**src/source/lc3b_defines.svh**
```systemverilog
`ifndef LC3B_DEFINES_SVH
`define LC3B_DEFINES_SVH

// width of a data word and of an instruction
`define LC3B_WORD_WIDTH 16

// general purpose registers R0 to R7
`define LC3B_NUM_REGS 8

// bits needed to name one register
`define LC3B_REG_WIDTH 3

`endif

```
**src/source/lc3b_types.sv**
```systemverilog
`include "lc3b_defines.svh"

package lc3b_types;

	typedef logic [`LC3B_WORD_WIDTH-1:0] lc3b_word;
	typedef logic [`LC3B_REG_WIDTH-1:0] lc3b_reg;

	// opcode field, instruction bits 15 to 12
	typedef enum logic [3:0] {
		op_add  = 4'b0001,
		op_and  = 4'b0101,
		op_br   = 4'b0000,
		op_jmp  = 4'b1100,
		op_jsr  = 4'b0100,
		op_ldb  = 4'b0010,
		op_ldi  = 4'b1010,
		op_ldr  = 4'b0110,
		op_lea  = 4'b1110,
		op_not  = 4'b1001,
		op_rti  = 4'b1000,
		op_shf  = 4'b1101,
		op_stb  = 4'b0011,
		op_sti  = 4'b1011,
		op_str  = 4'b0111,
		op_trap = 4'b1111
	} lc3b_opcode;

	typedef enum logic [2:0] {
		alu_add,
		alu_and,
		alu_not,
		alu_pass,
		alu_sll,
		alu_srl,
		alu_sra
	} lc3b_aluop;

	// control carried down the pipe to execute, memory and writeback
	typedef struct packed {
		logic [1:0] alumux1_sel;
		logic [1:0] alumux2_sel;
		lc3b_aluop alu_ctrl;
		logic indirect;
		logic read;
		logic write;
		logic [1:0] mem_byte_sig;
		logic regfilemux_sel;
		logic load_regfile;
		logic memread_sel;
		logic load_cc;
		logic destmux_sel;
		logic [1:0] pcmux_sel;
		logic pcmux_sel_out_sel;
	} lc3b_ctrl_t;

	// selects used up inside decode and never registered
	typedef struct packed {
		logic sr1_sel;
		logic sr2_sel;
		logic sh6_sel;
		logic imm_sel;
	} lc3b_id_ctrl_t;

	typedef struct packed {
		logic valid;
		lc3b_word pc;
		lc3b_ctrl_t ctrl;
		lc3b_word sr1_data;
		lc3b_word sr2_data;
		lc3b_word imm_value;
		lc3b_reg dest;
		lc3b_opcode opcode;
	} lc3b_id_ex_t;

endpackage : lc3b_types

```
**src/source/decode.sv**
```systemverilog
`timescale 1ns/10ps

module decode (
	input lc3b_types::lc3b_word instruction,
	output lc3b_types::lc3b_ctrl_t ctrl,
	output lc3b_types::lc3b_id_ctrl_t id_ctrl
);

	lc3b_types::lc3b_opcode opcode;

	assign opcode = lc3b_types::lc3b_opcode'(instruction[15:12]);

	// every field starts at zero, each opcode sets only what it needs
	always_comb begin
		ctrl = '0;
		ctrl.alu_ctrl = lc3b_types::alu_pass;
		id_ctrl = '0;
		case (opcode)
			lc3b_types::op_add: begin
				ctrl.alumux2_sel = instruction[5] ? 2'b11 : 2'b00;
				ctrl.alu_ctrl = lc3b_types::alu_add;
				ctrl.load_regfile = 1'b1;
				ctrl.load_cc = 1'b1;
			end
			lc3b_types::op_and: begin
				ctrl.alumux2_sel = instruction[5] ? 2'b11 : 2'b00;
				ctrl.alu_ctrl = lc3b_types::alu_and;
				ctrl.load_regfile = 1'b1;
				ctrl.load_cc = 1'b1;
			end
			lc3b_types::op_not: begin
				ctrl.alu_ctrl = lc3b_types::alu_not;
				ctrl.load_regfile = 1'b1;
				ctrl.load_cc = 1'b1;
			end
			lc3b_types::op_ldr: begin
				id_ctrl.sh6_sel = 1'b1;
				ctrl.alumux2_sel = 2'b01;
				ctrl.alu_ctrl = lc3b_types::alu_add;
				ctrl.read = 1'b1;
				ctrl.mem_byte_sig = 2'b11;
				ctrl.load_regfile = 1'b1;
				ctrl.load_cc = 1'b1;
				ctrl.memread_sel = 1'b1;
			end
			lc3b_types::op_str: begin
				id_ctrl.sr2_sel = 1'b1;
				id_ctrl.sh6_sel = 1'b1;
				ctrl.alumux2_sel = 2'b01;
				ctrl.alu_ctrl = lc3b_types::alu_add;
				ctrl.write = 1'b1;
				ctrl.mem_byte_sig = 2'b11;
			end
			lc3b_types::op_br: begin
				ctrl.alumux1_sel = 2'b01;
				ctrl.alumux2_sel = 2'b10;
				ctrl.alu_ctrl = lc3b_types::alu_add;
				ctrl.pcmux_sel_out_sel = 1'b1;
			end
			lc3b_types::op_jmp: begin
				ctrl.pcmux_sel = 2'b01;
			end
			lc3b_types::op_jsr: begin
				// bit 11 picks the PC relative form over JSRR
				if (instruction[11]) begin
					ctrl.alumux1_sel = 2'b10;
					ctrl.alumux2_sel = 2'b10;
					ctrl.alu_ctrl = lc3b_types::alu_add;
				end
				ctrl.destmux_sel = 1'b1;
				ctrl.regfilemux_sel = 1'b1;
				ctrl.load_regfile = 1'b1;
				ctrl.pcmux_sel = 2'b01;
			end
			lc3b_types::op_ldb: begin
				ctrl.alumux2_sel = 2'b01;
				ctrl.alu_ctrl = lc3b_types::alu_add;
				ctrl.read = 1'b1;
				ctrl.mem_byte_sig = 2'b01;
				ctrl.load_regfile = 1'b1;
				ctrl.load_cc = 1'b1;
				ctrl.memread_sel = 1'b1;
			end
			lc3b_types::op_ldi: begin
				id_ctrl.sh6_sel = 1'b1;
				ctrl.alumux2_sel = 2'b01;
				ctrl.alu_ctrl = lc3b_types::alu_add;
				ctrl.indirect = 1'b1;
				ctrl.read = 1'b1;
				ctrl.load_regfile = 1'b1;
				ctrl.load_cc = 1'b1;
				ctrl.memread_sel = 1'b1;
			end
			lc3b_types::op_lea: begin
				ctrl.alumux2_sel = 2'b10;
				ctrl.alu_ctrl = lc3b_types::alu_add;
				ctrl.load_regfile = 1'b1;
				ctrl.load_cc = 1'b1;
			end
			lc3b_types::op_shf: begin
				id_ctrl.imm_sel = 1'b1;
				// bit 4 is the direction, bit 5 asks for sign fill on a right shift
				if (!instruction[4])
					ctrl.alu_ctrl = lc3b_types::alu_sll;
				else if (!instruction[5])
					ctrl.alu_ctrl = lc3b_types::alu_srl;
				else
					ctrl.alu_ctrl = lc3b_types::alu_sra;
				ctrl.load_regfile = 1'b1;
				ctrl.load_cc = 1'b1;
			end
			lc3b_types::op_stb: begin
				id_ctrl.sr2_sel = 1'b1;
				ctrl.alumux2_sel = 2'b01;
				ctrl.alu_ctrl = lc3b_types::alu_add;
				ctrl.write = 1'b1;
				ctrl.mem_byte_sig = 2'b01;
			end
			lc3b_types::op_sti: begin
				id_ctrl.sr2_sel = 1'b1;
				id_ctrl.sh6_sel = 1'b1;
				ctrl.alumux2_sel = 2'b01;
				ctrl.alu_ctrl = lc3b_types::alu_add;
				ctrl.indirect = 1'b1;
				ctrl.write = 1'b1;
			end
			lc3b_types::op_trap: begin
				ctrl.alumux1_sel = 2'b11;
				ctrl.destmux_sel = 1'b1;
				ctrl.regfilemux_sel = 1'b1;
				ctrl.load_regfile = 1'b1;
				ctrl.pcmux_sel = 2'b11;
			end
			default: begin
				// RTI and anything unused fall through as a no-op
			end
		endcase
	end

	always_comb begin
		assert final (!(ctrl.read && ctrl.write))
			else $error("decode: read and write both set for opcode %b", opcode);
	end

endmodule : decode

```
**src/source/regfile.sv**
```systemverilog
`timescale 1ns/10ps
`include "lc3b_defines.svh"

module regfile (
	input logic clk,
	input logic reset,
	input logic wb_en,
	input lc3b_types::lc3b_reg wb_dest,
	input lc3b_types::lc3b_word wb_data,
	input lc3b_types::lc3b_reg sr1,
	input lc3b_types::lc3b_reg sr2,
	output lc3b_types::lc3b_word sr1_data,
	output lc3b_types::lc3b_word sr2_data
);

	lc3b_types::lc3b_word regs [`LC3B_NUM_REGS];

	always_ff @(posedge clk) begin
		if (reset) begin
			for (int i = 0; i < `LC3B_NUM_REGS; i++)
				regs[i] <= '0;
		end else if (wb_en) begin
			regs[wb_dest] <= wb_data;
		end
	end

	// writeback in the same cycle wins over the stored value
	always_comb begin
		if (wb_en && (wb_dest == sr1))
			sr1_data = wb_data;
		else
			sr1_data = regs[sr1];
		if (wb_en && (wb_dest == sr2))
			sr2_data = wb_data;
		else
			sr2_data = regs[sr2];
	end

	assert property (@(posedge clk) disable iff (reset) wb_en |-> !$isunknown(wb_dest))
		else $error("regfile: write enabled with unknown destination");

endmodule : regfile

```
**src/source/operand_select.sv**
```systemverilog
`timescale 1ns/10ps

module operand_select (
	input lc3b_types::lc3b_word instruction,
	input lc3b_types::lc3b_ctrl_t ctrl,
	input lc3b_types::lc3b_id_ctrl_t id_ctrl,
	output lc3b_types::lc3b_reg sr1,
	output lc3b_types::lc3b_reg sr2,
	output lc3b_types::lc3b_reg dest,
	output lc3b_types::lc3b_word imm_value
);

	lc3b_types::lc3b_word offset6;
	lc3b_types::lc3b_word offset9;
	lc3b_types::lc3b_word offset11;
	lc3b_types::lc3b_word imm5;
	lc3b_types::lc3b_word imm4;
	lc3b_types::lc3b_word trapvect8;

	assign sr1 = instruction[8:6];

	// stores read the value to write from the DR field
	assign sr2 = id_ctrl.sr2_sel ? instruction[11:9] : instruction[2:0];

	// JSR and TRAP link through R7
	assign dest = ctrl.destmux_sel ? lc3b_types::lc3b_reg'(7) : instruction[11:9];

	// a size cast of a signed field sign extends it
	assign offset6 = lc3b_types::lc3b_word'($signed(instruction[5:0]));
	assign offset9 = lc3b_types::lc3b_word'($signed(instruction[8:0]));
	assign offset11 = lc3b_types::lc3b_word'($signed(instruction[10:0]));
	assign imm5 = lc3b_types::lc3b_word'($signed(instruction[4:0]));
	assign imm4 = lc3b_types::lc3b_word'(instruction[3:0]);
	assign trapvect8 = lc3b_types::lc3b_word'(instruction[7:0]);

	always_comb begin
		case (ctrl.alumux2_sel)
			2'b01: begin
				// word accesses scale the offset, byte accesses do not
				if (id_ctrl.sh6_sel)
					imm_value = offset6 << 1;
				else
					imm_value = offset6;
			end
			2'b10: begin
				if (ctrl.alumux1_sel == 2'b10)
					imm_value = offset11 << 1;
				else
					imm_value = offset9 << 1;
			end
			2'b11: imm_value = imm5;
			default: begin
				if (id_ctrl.imm_sel)
					imm_value = imm4;
				else if (ctrl.alumux1_sel == 2'b11)
					imm_value = trapvect8 << 1;
				else
					imm_value = '0;
			end
		endcase
	end

endmodule : operand_select

```
**src/source/id_ex_register.sv**
```systemverilog
`timescale 1ns/10ps

module id_ex_register (
	input logic clk,
	input logic reset,
	input logic stall,
	input lc3b_types::lc3b_id_ex_t next,
	output lc3b_types::lc3b_id_ex_t id_ex
);

	// a bubble arrives as a bundle with valid low, it needs no special case here
	always_ff @(posedge clk) begin
		if (reset)
			id_ex <= '0;
		else if (!stall)
			id_ex <= next;
	end

	// execute may sample the held bundle again on the cycle after a stall
	assert property (@(posedge clk) disable iff (reset) stall |=> $stable(id_ex))
		else $error("id_ex_register: bundle changed while stalled");

endmodule : id_ex_register

```
**src/source/decode_stage.sv**
```systemverilog
`timescale 1ns/10ps

module decode_stage (
	input logic clk,
	input logic reset,
	input logic instr_valid,
	input lc3b_types::lc3b_word instruction,
	input lc3b_types::lc3b_word pc,
	input logic stall,
	input logic wb_en,
	input lc3b_types::lc3b_reg wb_dest,
	input lc3b_types::lc3b_word wb_data,
	output logic ready,
	output lc3b_types::lc3b_id_ex_t id_ex
);

	lc3b_types::lc3b_ctrl_t ctrl;
	lc3b_types::lc3b_id_ctrl_t id_ctrl;
	lc3b_types::lc3b_reg sr1;
	lc3b_types::lc3b_reg sr2;
	lc3b_types::lc3b_reg dest;
	lc3b_types::lc3b_word imm_value;
	lc3b_types::lc3b_word sr1_data;
	lc3b_types::lc3b_word sr2_data;
	lc3b_types::lc3b_id_ex_t next;

	// the stage is a single slot, so it can take a new instruction whenever execute moves
	assign ready = ~stall;

	decode decode_inst (
		.instruction(instruction),
		.ctrl(ctrl),
		.id_ctrl(id_ctrl)
	);

	operand_select operand_select_inst (
		.instruction(instruction),
		.ctrl(ctrl),
		.id_ctrl(id_ctrl),
		.sr1(sr1),
		.sr2(sr2),
		.dest(dest),
		.imm_value(imm_value)
	);

	regfile regfile_inst (
		.clk(clk),
		.reset(reset),
		.wb_en(wb_en),
		.wb_dest(wb_dest),
		.wb_data(wb_data),
		.sr1(sr1),
		.sr2(sr2),
		.sr1_data(sr1_data),
		.sr2_data(sr2_data)
	);

	always_comb begin
		next.valid = instr_valid;
		next.pc = pc;
		next.ctrl = ctrl;
		next.sr1_data = sr1_data;
		next.sr2_data = sr2_data;
		next.imm_value = imm_value;
		next.dest = dest;
		next.opcode = lc3b_types::lc3b_opcode'(instruction[15:12]);
	end

	id_ex_register id_ex_register_inst (
		.clk(clk),
		.reset(reset),
		.stall(stall),
		.next(next),
		.id_ex(id_ex)
	);

endmodule : decode_stage

```
**config.mk**
```make
export PLATFORM = sky130hd
export DESIGN_NAME = decode_stage
export DESIGN_NICKNAME = d
export VERILOG_FILES = /design/src/source/lc3b_types.sv /design/src/source/decode.sv /design/src/source/regfile.sv /design/src/source/operand_select.sv /design/src/source/id_ex_register.sv /design/src/source/decode_stage.sv
export VERILOG_INCLUDE_DIRS = /design/src /design/src/source
export SDC_FILE = /design/constraint.sdc
export NUM_CORES = 1
export LEC_CHECK = 0
export CAP_MARGIN = 40
export CORE_ASPECT_RATIO = 1.4
export CORE_MARGIN = 2
export CORE_UTILIZATION = 52
export DETAILED_ROUTE_END_ITERATION = 6
export DONT_BUFFER_PORTS = 1
export PLACE_DENSITY = 0.67
export REMOVE_ABC_BUFFERS = 1
export SLEW_MARGIN = 20
export SYNTH_ARGS = -nofsm -noshare
export SYNTH_HDL_FRONTEND = slang
export SYNTH_SLANG_ARGS = --single-unit
```
**constraint.sdc**
```tcl
create_clock -name clk -period 3.9 [get_ports clk]
set_input_delay 0.975 -clock clk [delete_from_list [all_inputs] [get_ports clk]]
set_output_delay 0.975 -clock clk [all_outputs]
set_load 0.03 [all_outputs]
```
==> results.json, run 1 <==
{
  "reg2reg_slack_ps": 2340,
  "postSynth.asyncResetShare_pct": 0,
  "core_area_mm2": 0.0225,
  "num_io_pins": 149,
  "hold_violations": 0,
  "cts.sinks": 214,
  "grt_pass1_vias": 9394,
  "vdd_ir_drop_max_mv": 0.296,
  "r2r_end": "id_ex_register_inst.id_ex[53]$_SDFFE_PP0N_",
  "start_util_pct": 52.9,
  "tns_ps": 0,
  "layout_setup_ws_ps": 1240,
  "synthDistinctLibCells": 57,
  "worst_pin_slew_ps": 845,
  "synth_seq_area_share_pct": 46.7,
  "num_rows": 65,
  "yosys_register_bits": 214,
  "dr.pass1.iters": 6,
  "hold_depth": 2,
  "n_fill_cell": 1938,
  "finalCritPeriodShare_pct": 68.2,
  "reg2reg_from": "regfile_inst.regs[7][14]$_SDFFCE_PN0P_",
  "synthCells": 1169,
  "port_buffers": 0,
  "drtIter0Drc": 1251,
  "clk_path_buf_depth": 3,
  "crit_path_top_delay_cell": "a221oi_2",
  "drt-vias-per-instance": 6.79,
  "p_leak_nw": 4.54,
  "min-delay-start": "id_ex_register_inst.id_ex[21]$_SDFFE_PP0N_",
  "fin_worst_skew_ps": 7.14,
  "hold_path_class": "flop to flop",
  "p_per_area_mw_per_mm2": 429,
  "cp_common_cell": "buf_4",
  "slew_viol_final": 0,
  "vias": 9743,
  "root_buffer": "clkbuf_16",
  "path_class": "input port to flop",
  "final_cell_mix": "and2_1, edfxtp_1, dfxtp_1",
  "grt_max_degree": 97,
  "critPathBufInv": 2,
  "cts_tree": "built",
  "holdWs_ps": 488,
  "grt_pass1_wl_um": 57700,
  "mostFrequentLayoutCell": "and2_1",
  "avgSynthCellArea_um2": 10.2,
  "die_h_um": 183,
  "maxCapViolations": 0,
  "dpl.hpwl_um": 23600,
  "area_growth_syn_to_layout_pct": 7.57,
  "worst_ep_arrival_time_ps": 3050,
  "h-tree-depth": 1,
  "syn-cell-area_mm2": 0.0119,
  "die_area_mm2": 0.0242,
  "cp.required_ps": 4290,
  "wirelength_um": 38900,
  "max_freq_mhz": 376,
  "ys_warn_count": 0,
  "synth_edf_count": 128,
  "finalSetupViolCount": 0,
  "drt-wirelength-per-cell_um": 27.1,
  "cp_max_fo": 28,
  "gp_congestion": 0.860,
  "layout-drive-gt1-share_pct": 12.9,
  "end_kind": "flop",
  "synth_flop_cell": "edfxtp_1",
  "place_area_mm2": 0.0121,
  "die_x_um": 132,
  "post_cts_resized": 0,
  "drc": 0,
  "post_cts_buffers": 0,
  "outcome": "finished, final reports clean",
  "grt_antenna_before_repair": 0,
  "post-route-min-period_ps": 2660,
  "clkSlewWorstSetupHoldPaths_ps": 70,
  "grt_overflow": 0,
  "crit_family": "compound AO/OA/AOI/OAI gates",
  "ant_nets": 0,
  "fin_nets": 1175,
  "cts_made_buffers": 21,
  "grt_setup_unrepaired": "no",
  "pre_cts_slack_ps": 781,
  "slowest_delay_ps": 720,
  "grt_usage_pct": 31.5,
  "fin_area_mm2": 0.0128,
  "clock_latency_ps": 510,
  "slew_headroom_pct": 43.6,
  "min_to": "id_ex_register_inst.id_ex[21]$_SDFFE_PP0N_",
  "path_cells": "and2_1 -> buf_4 -> nand3_1 -> a221oi_2 -> buf_4 -> a32o_1 -> o31ai_2",
  "rr_worst_depth": 5,
  "final_util_pct": 56.9,
  "ctsHoldBuffers": 0,
  "start_kind": "input port"
}
layout make-up:
type                            instances  area, µm²  share of cell area [%]
Antenna cell                            1       2.50                  0.0195
Multi-Input combinational cell        827       5800                    45.3
Clock buffer                           31        647                    5.05
Tap cell                              301        377                    2.94
Timing Repair Buffer                   44        342                    2.67
Sequential cell                       214       5570                    43.4
Clock inverter                          6       40.0                   0.312
Inverter                               11       41.3                   0.322
where the power goes:
part	switching (mW)	leakage, nW	internal (mW)	total, mW
combinational	0.390	2.26	0.299	0.689
clock	0.870	0.346	1.15	2.02
sequential	0.239	1.93	2.55	2.79
total	1.50	4.54	4.00	5.50
cell usage after synthesis, types with 10 or more instances:
library cell	instances	area (µm²)
and2_1	131	820
edfxtp_1	128	3840
dfxtp_1	86	1720
a21oi_1	79	395
nand2_1	76	285
clkbuf_1	75	282
nand2b_1	75	469
nor2_1	66	248
o21ai_0	52	260
nand3_1	41	205
mux2i_1	38	380
a211oi_1	34	255
a32o_1	34	340
a311oi_1	32	280
mux4_2	32	721
buf_2	22	110
and3_1	18	113
a41oi_1	17	149
o22ai_1	17	106
nor3_1	11	55.1
o31ai_2	10	125
through the flow:
step | instances | power (mW)
2_1_floorplan | 1052 | 3.26
3_3_place_gp | 1395 | 3.49
3_5_place_dp | 1396 | 3.50
4_1_cts | 1433 | 5.50
5_1_grt | 1434 | 5.66
6_report | 1435 | 5.50
worst min-delay path, delay by kind of cell, from the launching register on:
kind / cells / cell delay (ps)
and+or+nand+nor: 1 / 60
AOI/OAI and AO/OA: 1 / 70
DFF: 1 / 320
routing by layer:
metal	wire length [µm]	part of all wire (%)	global-route usage (%)
met4	2090	5.4	18.0
met3	4300	11	6.80
met5	0	0	0
met2	18700	48	52.5
met1	13800	36	37.7
state kept, by name (all words and copies together), names as in the netlist:
name / flops
id_ex_register_inst.id_ex: 86
regfile_inst.regs: 128
worst max path at each step:
stage | from | to | depth (start not counted)
after floorplan | instruction[12] | id_ex_register_inst.id_ex[23]$_SDFFE_PP0N_ | 5
after global placement | instruction[13] | id_ex_register_inst.id_ex[24]$_SDFFE_PP0N_ | 7
after detailed placement | instruction[14] | id_ex_register_inst.id_ex[33]$_SDFFE_PP0N_ | 5
after CTS | instruction[13] | id_ex_register_inst.id_ex[24]$_SDFFE_PP0N_ | 7
after global routing | instruction[13] | id_ex_register_inst.id_ex[26]$_SDFFE_PP0N_ | 7
final | instruction[13] | id_ex_register_inst.id_ex[24]$_SDFFE_PP0N_ | 7
kinds of logic (layout without fill, tap and decap cells):
logic type      Yosys count  after routing  share of synthesized area, %
simple gates            436            436                          19.6
buf+inv                 128             92                          4.98
mux                      70             70                          9.24
xor+xnor                  6              6                         0.441
compound gates          315            315                          19.0
other cells               0              1                             0
flops                   214            214                          46.7
Note: power is estimated with default switching activity, not from simulation.
==> inputs of run 2 (changes only) <==
--- a/config.mk
+++ b/config.mk
@@ -12,7 +12,7 @@
 export CORE_UTILIZATION = 52
 export DETAILED_ROUTE_END_ITERATION = 6
 export DONT_BUFFER_PORTS = 1
-export PLACE_DENSITY = 0.67
+export PLACE_DENSITY = 0.7
 export REMOVE_ABC_BUFFERS = 1
 export SLEW_MARGIN = 20
 export SYNTH_ARGS = -nofsm -noshare
==> constraint.sdc (replaced) <==
create_clock -name clk -period 2.33 [get_ports clk]
set_input_delay 0.5825 -clock clk [delete_from_list [all_inputs] [get_ports clk]]
set_output_delay 0.5825 -clock clk [all_outputs]
set_load 0.03 [all_outputs]
==> run 2 against run 1 <==
First-iteration DRC count increased by 7.4%. Global-route usage decreased by 0.91 points. Sequential power increased by 67%. Register-to-register slack got worse by 1500 ps. Cell area increased by 1.9%. Total power increased by 67%. Largest power group unchanged.
==> results.json, run 2 (synthesis gave the netlist of run 1 again) <==
{
  "p_comb_share_pct": 12.9,
  "core_area_mm2": 0.0225,
  "clkSlewWorstSetupHoldPaths_ps": 60,
  "finalSetupViolCount": 0,
  "cell_internal_pwr_mw": 6.72,
  "drc": 0,
  "outcome": "finished, final reports clean",
  "cp.required_ps": 2740,
  "worst_ep_arrival_time_ps": 2270,
  "grt_overflow": 0,
  "layout-drive-gt1-share_pct": 14.0,
  "h-tree-depth": 1,
  "final_cell_mix": "and2_1, edfxtp_1, dfxtp_1",
  "finalCritPeriodShare_pct": 79.7,
  "slew_headroom_pct": 38.9,
  "multiInputGateArea_mm2": 0.00580,
  "grt_pass1_wl_um": 56300,
  "dr.pass1.iters": 6,
  "dpl.hpwl_um": 23600,
  "end_kind": "flop",
  "fin_area_mm2": 0.0131,
  "max_freq_mhz": 538,
  "grt_antenna_before_repair": 0,
  "tns_ps": 0,
  "switching_share_pct": 27.1,
  "post-route-min-period_ps": 1860,
  "clock_latency_ps": 520,
  "fin_nets": 1195,
  "post_cts_buffers": 0,
  "gp_congestion": 0.915,
  "start_util_pct": 52.9,
  "rr_worst_depth": 5,
  "die_h_um": 183,
  "fin_worst_skew_ps": 17.0,
  "cp_max_fo": 28,
  "hold_violations": 0,
  "p_per_area_mw_per_mm2": 705,
  "ant_nets": 0,
  "grt_usage_pct": 30.6,
  "path_class": "input port to flop",
  "place_area_mm2": 0.0124,
  "clock_power_share_pct": 36.4,
  "diodes": 0,
  "cts_made_buffers": 21,
  "pwr-share-seq_pct": 50.7,
  "die_x_um": 132,
  "mostFrequentLayoutCell": "and2_1",
  "grt_max_degree": 97,
  "drt-vias-per-instance": 6.84,
  "start_kind": "input port",
  "die_area_mm2": 0.0242,
  "grt_setup_unrepaired": "no",
  "ctsHoldBuffers": 0,
  "reg_top3": "regfile_inst.regs x128, id_ex_register_inst.id_ex x86",
  "drtIter0Drc": 1343,
  "n_fill_cell": 1960,
  "area_growth_syn_to_layout_pct": 9.63,
  "vias": 9949,
  "hold_path_class": "input port to flop",
  "maxCapViolations": 0,
  "vdd_ir_drop_max_mv": 0.426,
  "num_io_pins": 149,
  "drt-wirelength-per-cell_um": 25.9,
  "post_cts_resized": 0,
  "p_leak_nw": 4.68,
  "hold_depth": 1,
  "root_buffer": "clkbuf_16",
  "clk_path_buf_depth": 3,
  "worst_pin_slew_ps": 916,
  "largest_register": "regfile_inst.regs",
  "num_rows": 65,
  "grt_pass1_vias": 9631,
  "wirelength_um": 37700,
  "cts.sinks": 214,
  "cts_tree": "built",
  "port_buffers": 0,
  "largest_reg_flops": 128,
  "slew_viol_final": 0,
  "switchingPower_mw": 2.49,
  "regArea_mm2": 0.00557
}
[run 2: worst paths after layout]
check / start / end / slack, ps
worst max-delay path: instruction[13] / id_ex_register_inst.id_ex[32]$_SDFFE_PP0N_ / 470
worst min-delay path: reset / id_ex_register_inst.id_ex[71]$_SDFFE_PP0N_ / 130
worst max register to register: regfile_inst.regs[2][7]$_SDFFCE_PN0P_ / id_ex_register_inst.id_ex[46]$_SDFFE_PP0N_ / 800
worst min register to register: id_ex_register_inst.id_ex[21]$_SDFFE_PP0N_ / id_ex_register_inst.id_ex[21]$_SDFFE_PP0N_ / 500
[run 2: cell type report]
type	count	share of cell area, %
Tap cell	301	2.88
Clock buffer	33	4.95
Clock inverter	5	0.220
Timing Repair Buffer	64	4.64
Multi-Input combinational cell	827	44.4
Inverter	11	0.316
Sequential cell	214	42.6
[run 2: through the flow]
step | cells | utilization [%] | worst slack [ps] | total power, mW | hold WS (ps)
CTS | 1455 | 58.0 | 495 | 9.22 | 119
global route | 1455 | 58.0 | 415 | 9.49 | 115
global placement | 1417 | 55.0 | 98.0 | 5.88 | 473
finish | 1455 | 58.0 | 473 | 9.21 | 126
detailed placement | 1417 | 55.0 | 34.2 | 5.91 | 489
floorplan | 1052 | - | -973 | 5.46 | 579
[run 2: worst max-delay path, cell delays in order]
cell	delay, ps
and2_1	340
nand3_1	190
and4_1	540
a32o_1	360
o31ai_1	250
[run 2: power groups by stage]
stage	clock network (mW)	logic [mW]	registers [mW]
final	3.36	1.18	4.67
after global routing	3.54	1.26	4.69
after global placement	0	1.14	4.74
after CTS	3.39	1.17	4.66
after floorplan	0	0.787	4.67
after detailed placement	0	1.16	4.74
[run 2: layer usage]
metal  GRT usage (%)  vias to the layer above  part of all wire [%]  wire length, µm
met2            49.8                      700                    47            17700
met1            36.7                     4777                    35            13300
met3            7.27                      175                    12             4420
li1                -                     4297                     -                -
met5               0                        -                     0                0
met4            18.7                        0                   6.3             2370
==> inputs of run 3 (changes only) <==
--- a/config.mk
+++ b/config.mk
@@ -12,7 +12,7 @@
 export CORE_UTILIZATION = 52
 export DETAILED_ROUTE_END_ITERATION = 6
 export DONT_BUFFER_PORTS = 1
-export PLACE_DENSITY = 0.7
+export PLACE_DENSITY = 0.67
 export REMOVE_ABC_BUFFERS = 1
 export SLEW_MARGIN = 20
 export SYNTH_ARGS = -nofsm -noshare
==> constraint.sdc (replaced) <==
create_clock -name clk -period 1.75 [get_ports clk]
set_input_delay 0.4375 -clock clk [delete_from_list [all_inputs] [get_ports clk]]
set_output_delay 0.4375 -clock clk [all_outputs]
set_load 0.03 [all_outputs]
==> run 3 against run 2 <==
Clock-buffer cell count decreased by 6. Largest power group unchanged. Largest cell class unchanged. First-iteration DRC count shrank 8.5%. Clock power is 37% higher. Combinational power rose by 44%. Die area did not move. Highest routed layer unchanged.
==> results.json, run 3 (synthesis gave the netlist of run 1 again) <==
{
  "post-route-min-period_ps": 1700,
  "clock_latency_ps": 510,
  "cts_made_buffers": 21,
  "ant_nets": 0,
  "p_leak_nw": 4.84,
  "path_class": "flop to output pin",
  "end_kind": "output pin",
  "rr_worst_depth": 5,
  "r2r_end": "id_ex_register_inst.id_ex[50]$_SDFFE_PP0N_",
  "port_buffers": 0,
  "drt-wirelength-per-cell_um": 26.4,
  "hold_violations": 0,
  "slew_headroom_pct": 55.2,
  "p_per_area_mw_per_mm2": 934,
  "grt_overflow": 0,
  "grt_usage_pct": 32.1,
  "vdd_ir_drop_max_mv": 0.598,
  "post_cts_resized": 0,
  "fin_area_mm2": 0.0134,
  "total_power_mw": 12.5,
  "dr.pass1.iters": 5,
  "final_cell_mix": "and2_1, edfxtp_1, dfxtp_1",
  "die_area_mm2": 0.0242,
  "area_growth_syn_to_layout_pct": 12.3,
  "worst_ep_arrival_time_ps": 1260,
  "layout_setup_ws_ps": 49.8,
  "clkSlewWorstSetupHoldPaths_ps": 60,
  "cts.sinks": 214,
  "outcome": "finished, final reports clean",
  "reg2reg_from": "regfile_inst.regs[7][11]$_SDFFCE_PN0P_",
  "grt_max_degree": 97,
  "gp_congestion": 0.876,
  "layout-drive-gt1-share_pct": 15.9,
  "drt-vias-per-instance": 6.73,
  "maxCapViolations": 0,
  "mostFrequentLayoutCell": "and2_1",
  "min-delay-start": "reset",
  "finalCritPeriodShare_pct": 97.2,
  "die_x_um": 132,
  "wirelength_um": 39200,
  "fin_worst_skew_ps": 8.00,
  "finalSetupViolCount": 0,
  "max_freq_mhz": 588,
  "cp_max_fo": 3,
  "worst_pin_slew_ps": 672,
  "min_to": "id_ex_register_inst.id_ex[12]$_SDFFE_PP0N_",
  "hold_path_class": "input port to flop",
  "cts_tree": "built",
  "start_util_pct": 52.9,
  "largest_reg_flops": 128,
  "start_kind": "flop",
  "num_rows": 65,
  "grt_antenna_before_repair": 1,
  "slew_viol_final": 0,
  "reg_top3": "regfile_inst.regs x128, id_ex_register_inst.id_ex x86",
  "drtIter0Drc": 1229,
  "vias": 9978,
  "pre_cts_slack_ps": -206,
  "hold_depth": 1,
  "cp.required_ps": 1310,
  "largest_register": "regfile_inst.regs",
  "reg2reg_slack_ps": 150,
  "place_area_mm2": 0.0126,
  "grt_pass1_wl_um": 59000,
  "h-tree-depth": 1,
  "fin_nets": 1221,
  "grt_setup_unrepaired": "no",
  "core_area_mm2": 0.0225,
  "dpl.hpwl_um": 24400,
  "grt_pass1_vias": 9984,
  "drc": 0,
  "clk_path_buf_depth": 3,
  "num_io_pins": 149,
  "die_h_um": 183,
  "root_buffer": "clkbuf_16"
}
==> run 3: worst max-delay path by stage <==
stage,from,to,slack [ps],depth (start not counted)
after floorplan,instruction[12],id_ex_register_inst.id_ex[23]$_SDFFE_PP0N_,-1410,5
after global placement,instruction[13],id_ex_register_inst.id_ex[27]$_SDFFE_PP0N_,-150,6
after detailed placement,instruction[13],id_ex_register_inst.id_ex[33]$_SDFFE_PP0N_,-210,6
after CTS,id_ex_register_inst.id_ex[60]$_SDFFE_PP0N_,id_ex[60],30,0
after global routing,id_ex_register_inst.id_ex[60]$_SDFFE_PP0N_,id_ex[60],20,0
final,id_ex_register_inst.id_ex[60]$_SDFFE_PP0N_,id_ex[60],50,0
==> run 3: routing by layer <==
metal	track usage, %	wire, µm	vias up	part of all wire, %
met2	54.8	19100	608	49
met3	7.71	4140	135	11
met1	38.0	13900	4882	35
met5	0	0	-	0
met4	15.4	2020	0	5.1
li1	-	-	4353	-
==> run 3: area by class of cell <==
| cell class | count | area, µm² |
|---|---|---|
| flip-flops and latches | 214 | 5570 |
| clock buffers | 27 | 601 |
| multi-input cells | 827 | 5800 |
| inverters | 11 | 41.3 |
| repair buffers | 90 | 906 |
| diodes | 2 | 5.00 |
| clock inverters | 10 | 87.6 |
| fillers | 1951 | 9150 |
| well taps | 301 | 377 |
==> run 3: per-stage QoR <==
step | TNS (ps) | hold WS, ps | std cells | util, %
5_1_grt | 0 | 0.750 | 1480 | 59.4
2_1_floorplan | -105690 | 507 | 1052 | -
4_1_cts | 0 | 0.0975 | 1479 | 59.3
6_report | 0 | 14.3 | 1482 | 59.4
3_5_place_dp | -2800 | 475 | 1440 | 56.1
3_3_place_gp | -2330 | 475 | 1440 | 56.1
==> run 3: power breakdown <==
group	total [mW]	switching, mW	internal, mW	leakage (nW)
logic	1.70	0.922	0.783	2.56
clock network	4.59	1.99	2.59	0.342
registers	6.20	0.530	5.67	1.93
==> run 3: repair_timing <==
| item | 4_1_cts | 5_1_grt |
|---|---|---|
| endpoints found under the hold margin | 44 | 1 |
| buffers inserted | 0 | 0 |
| hold buffers | 2 | 1 |
| endpoints found under the setup margin | 0 | 0 |
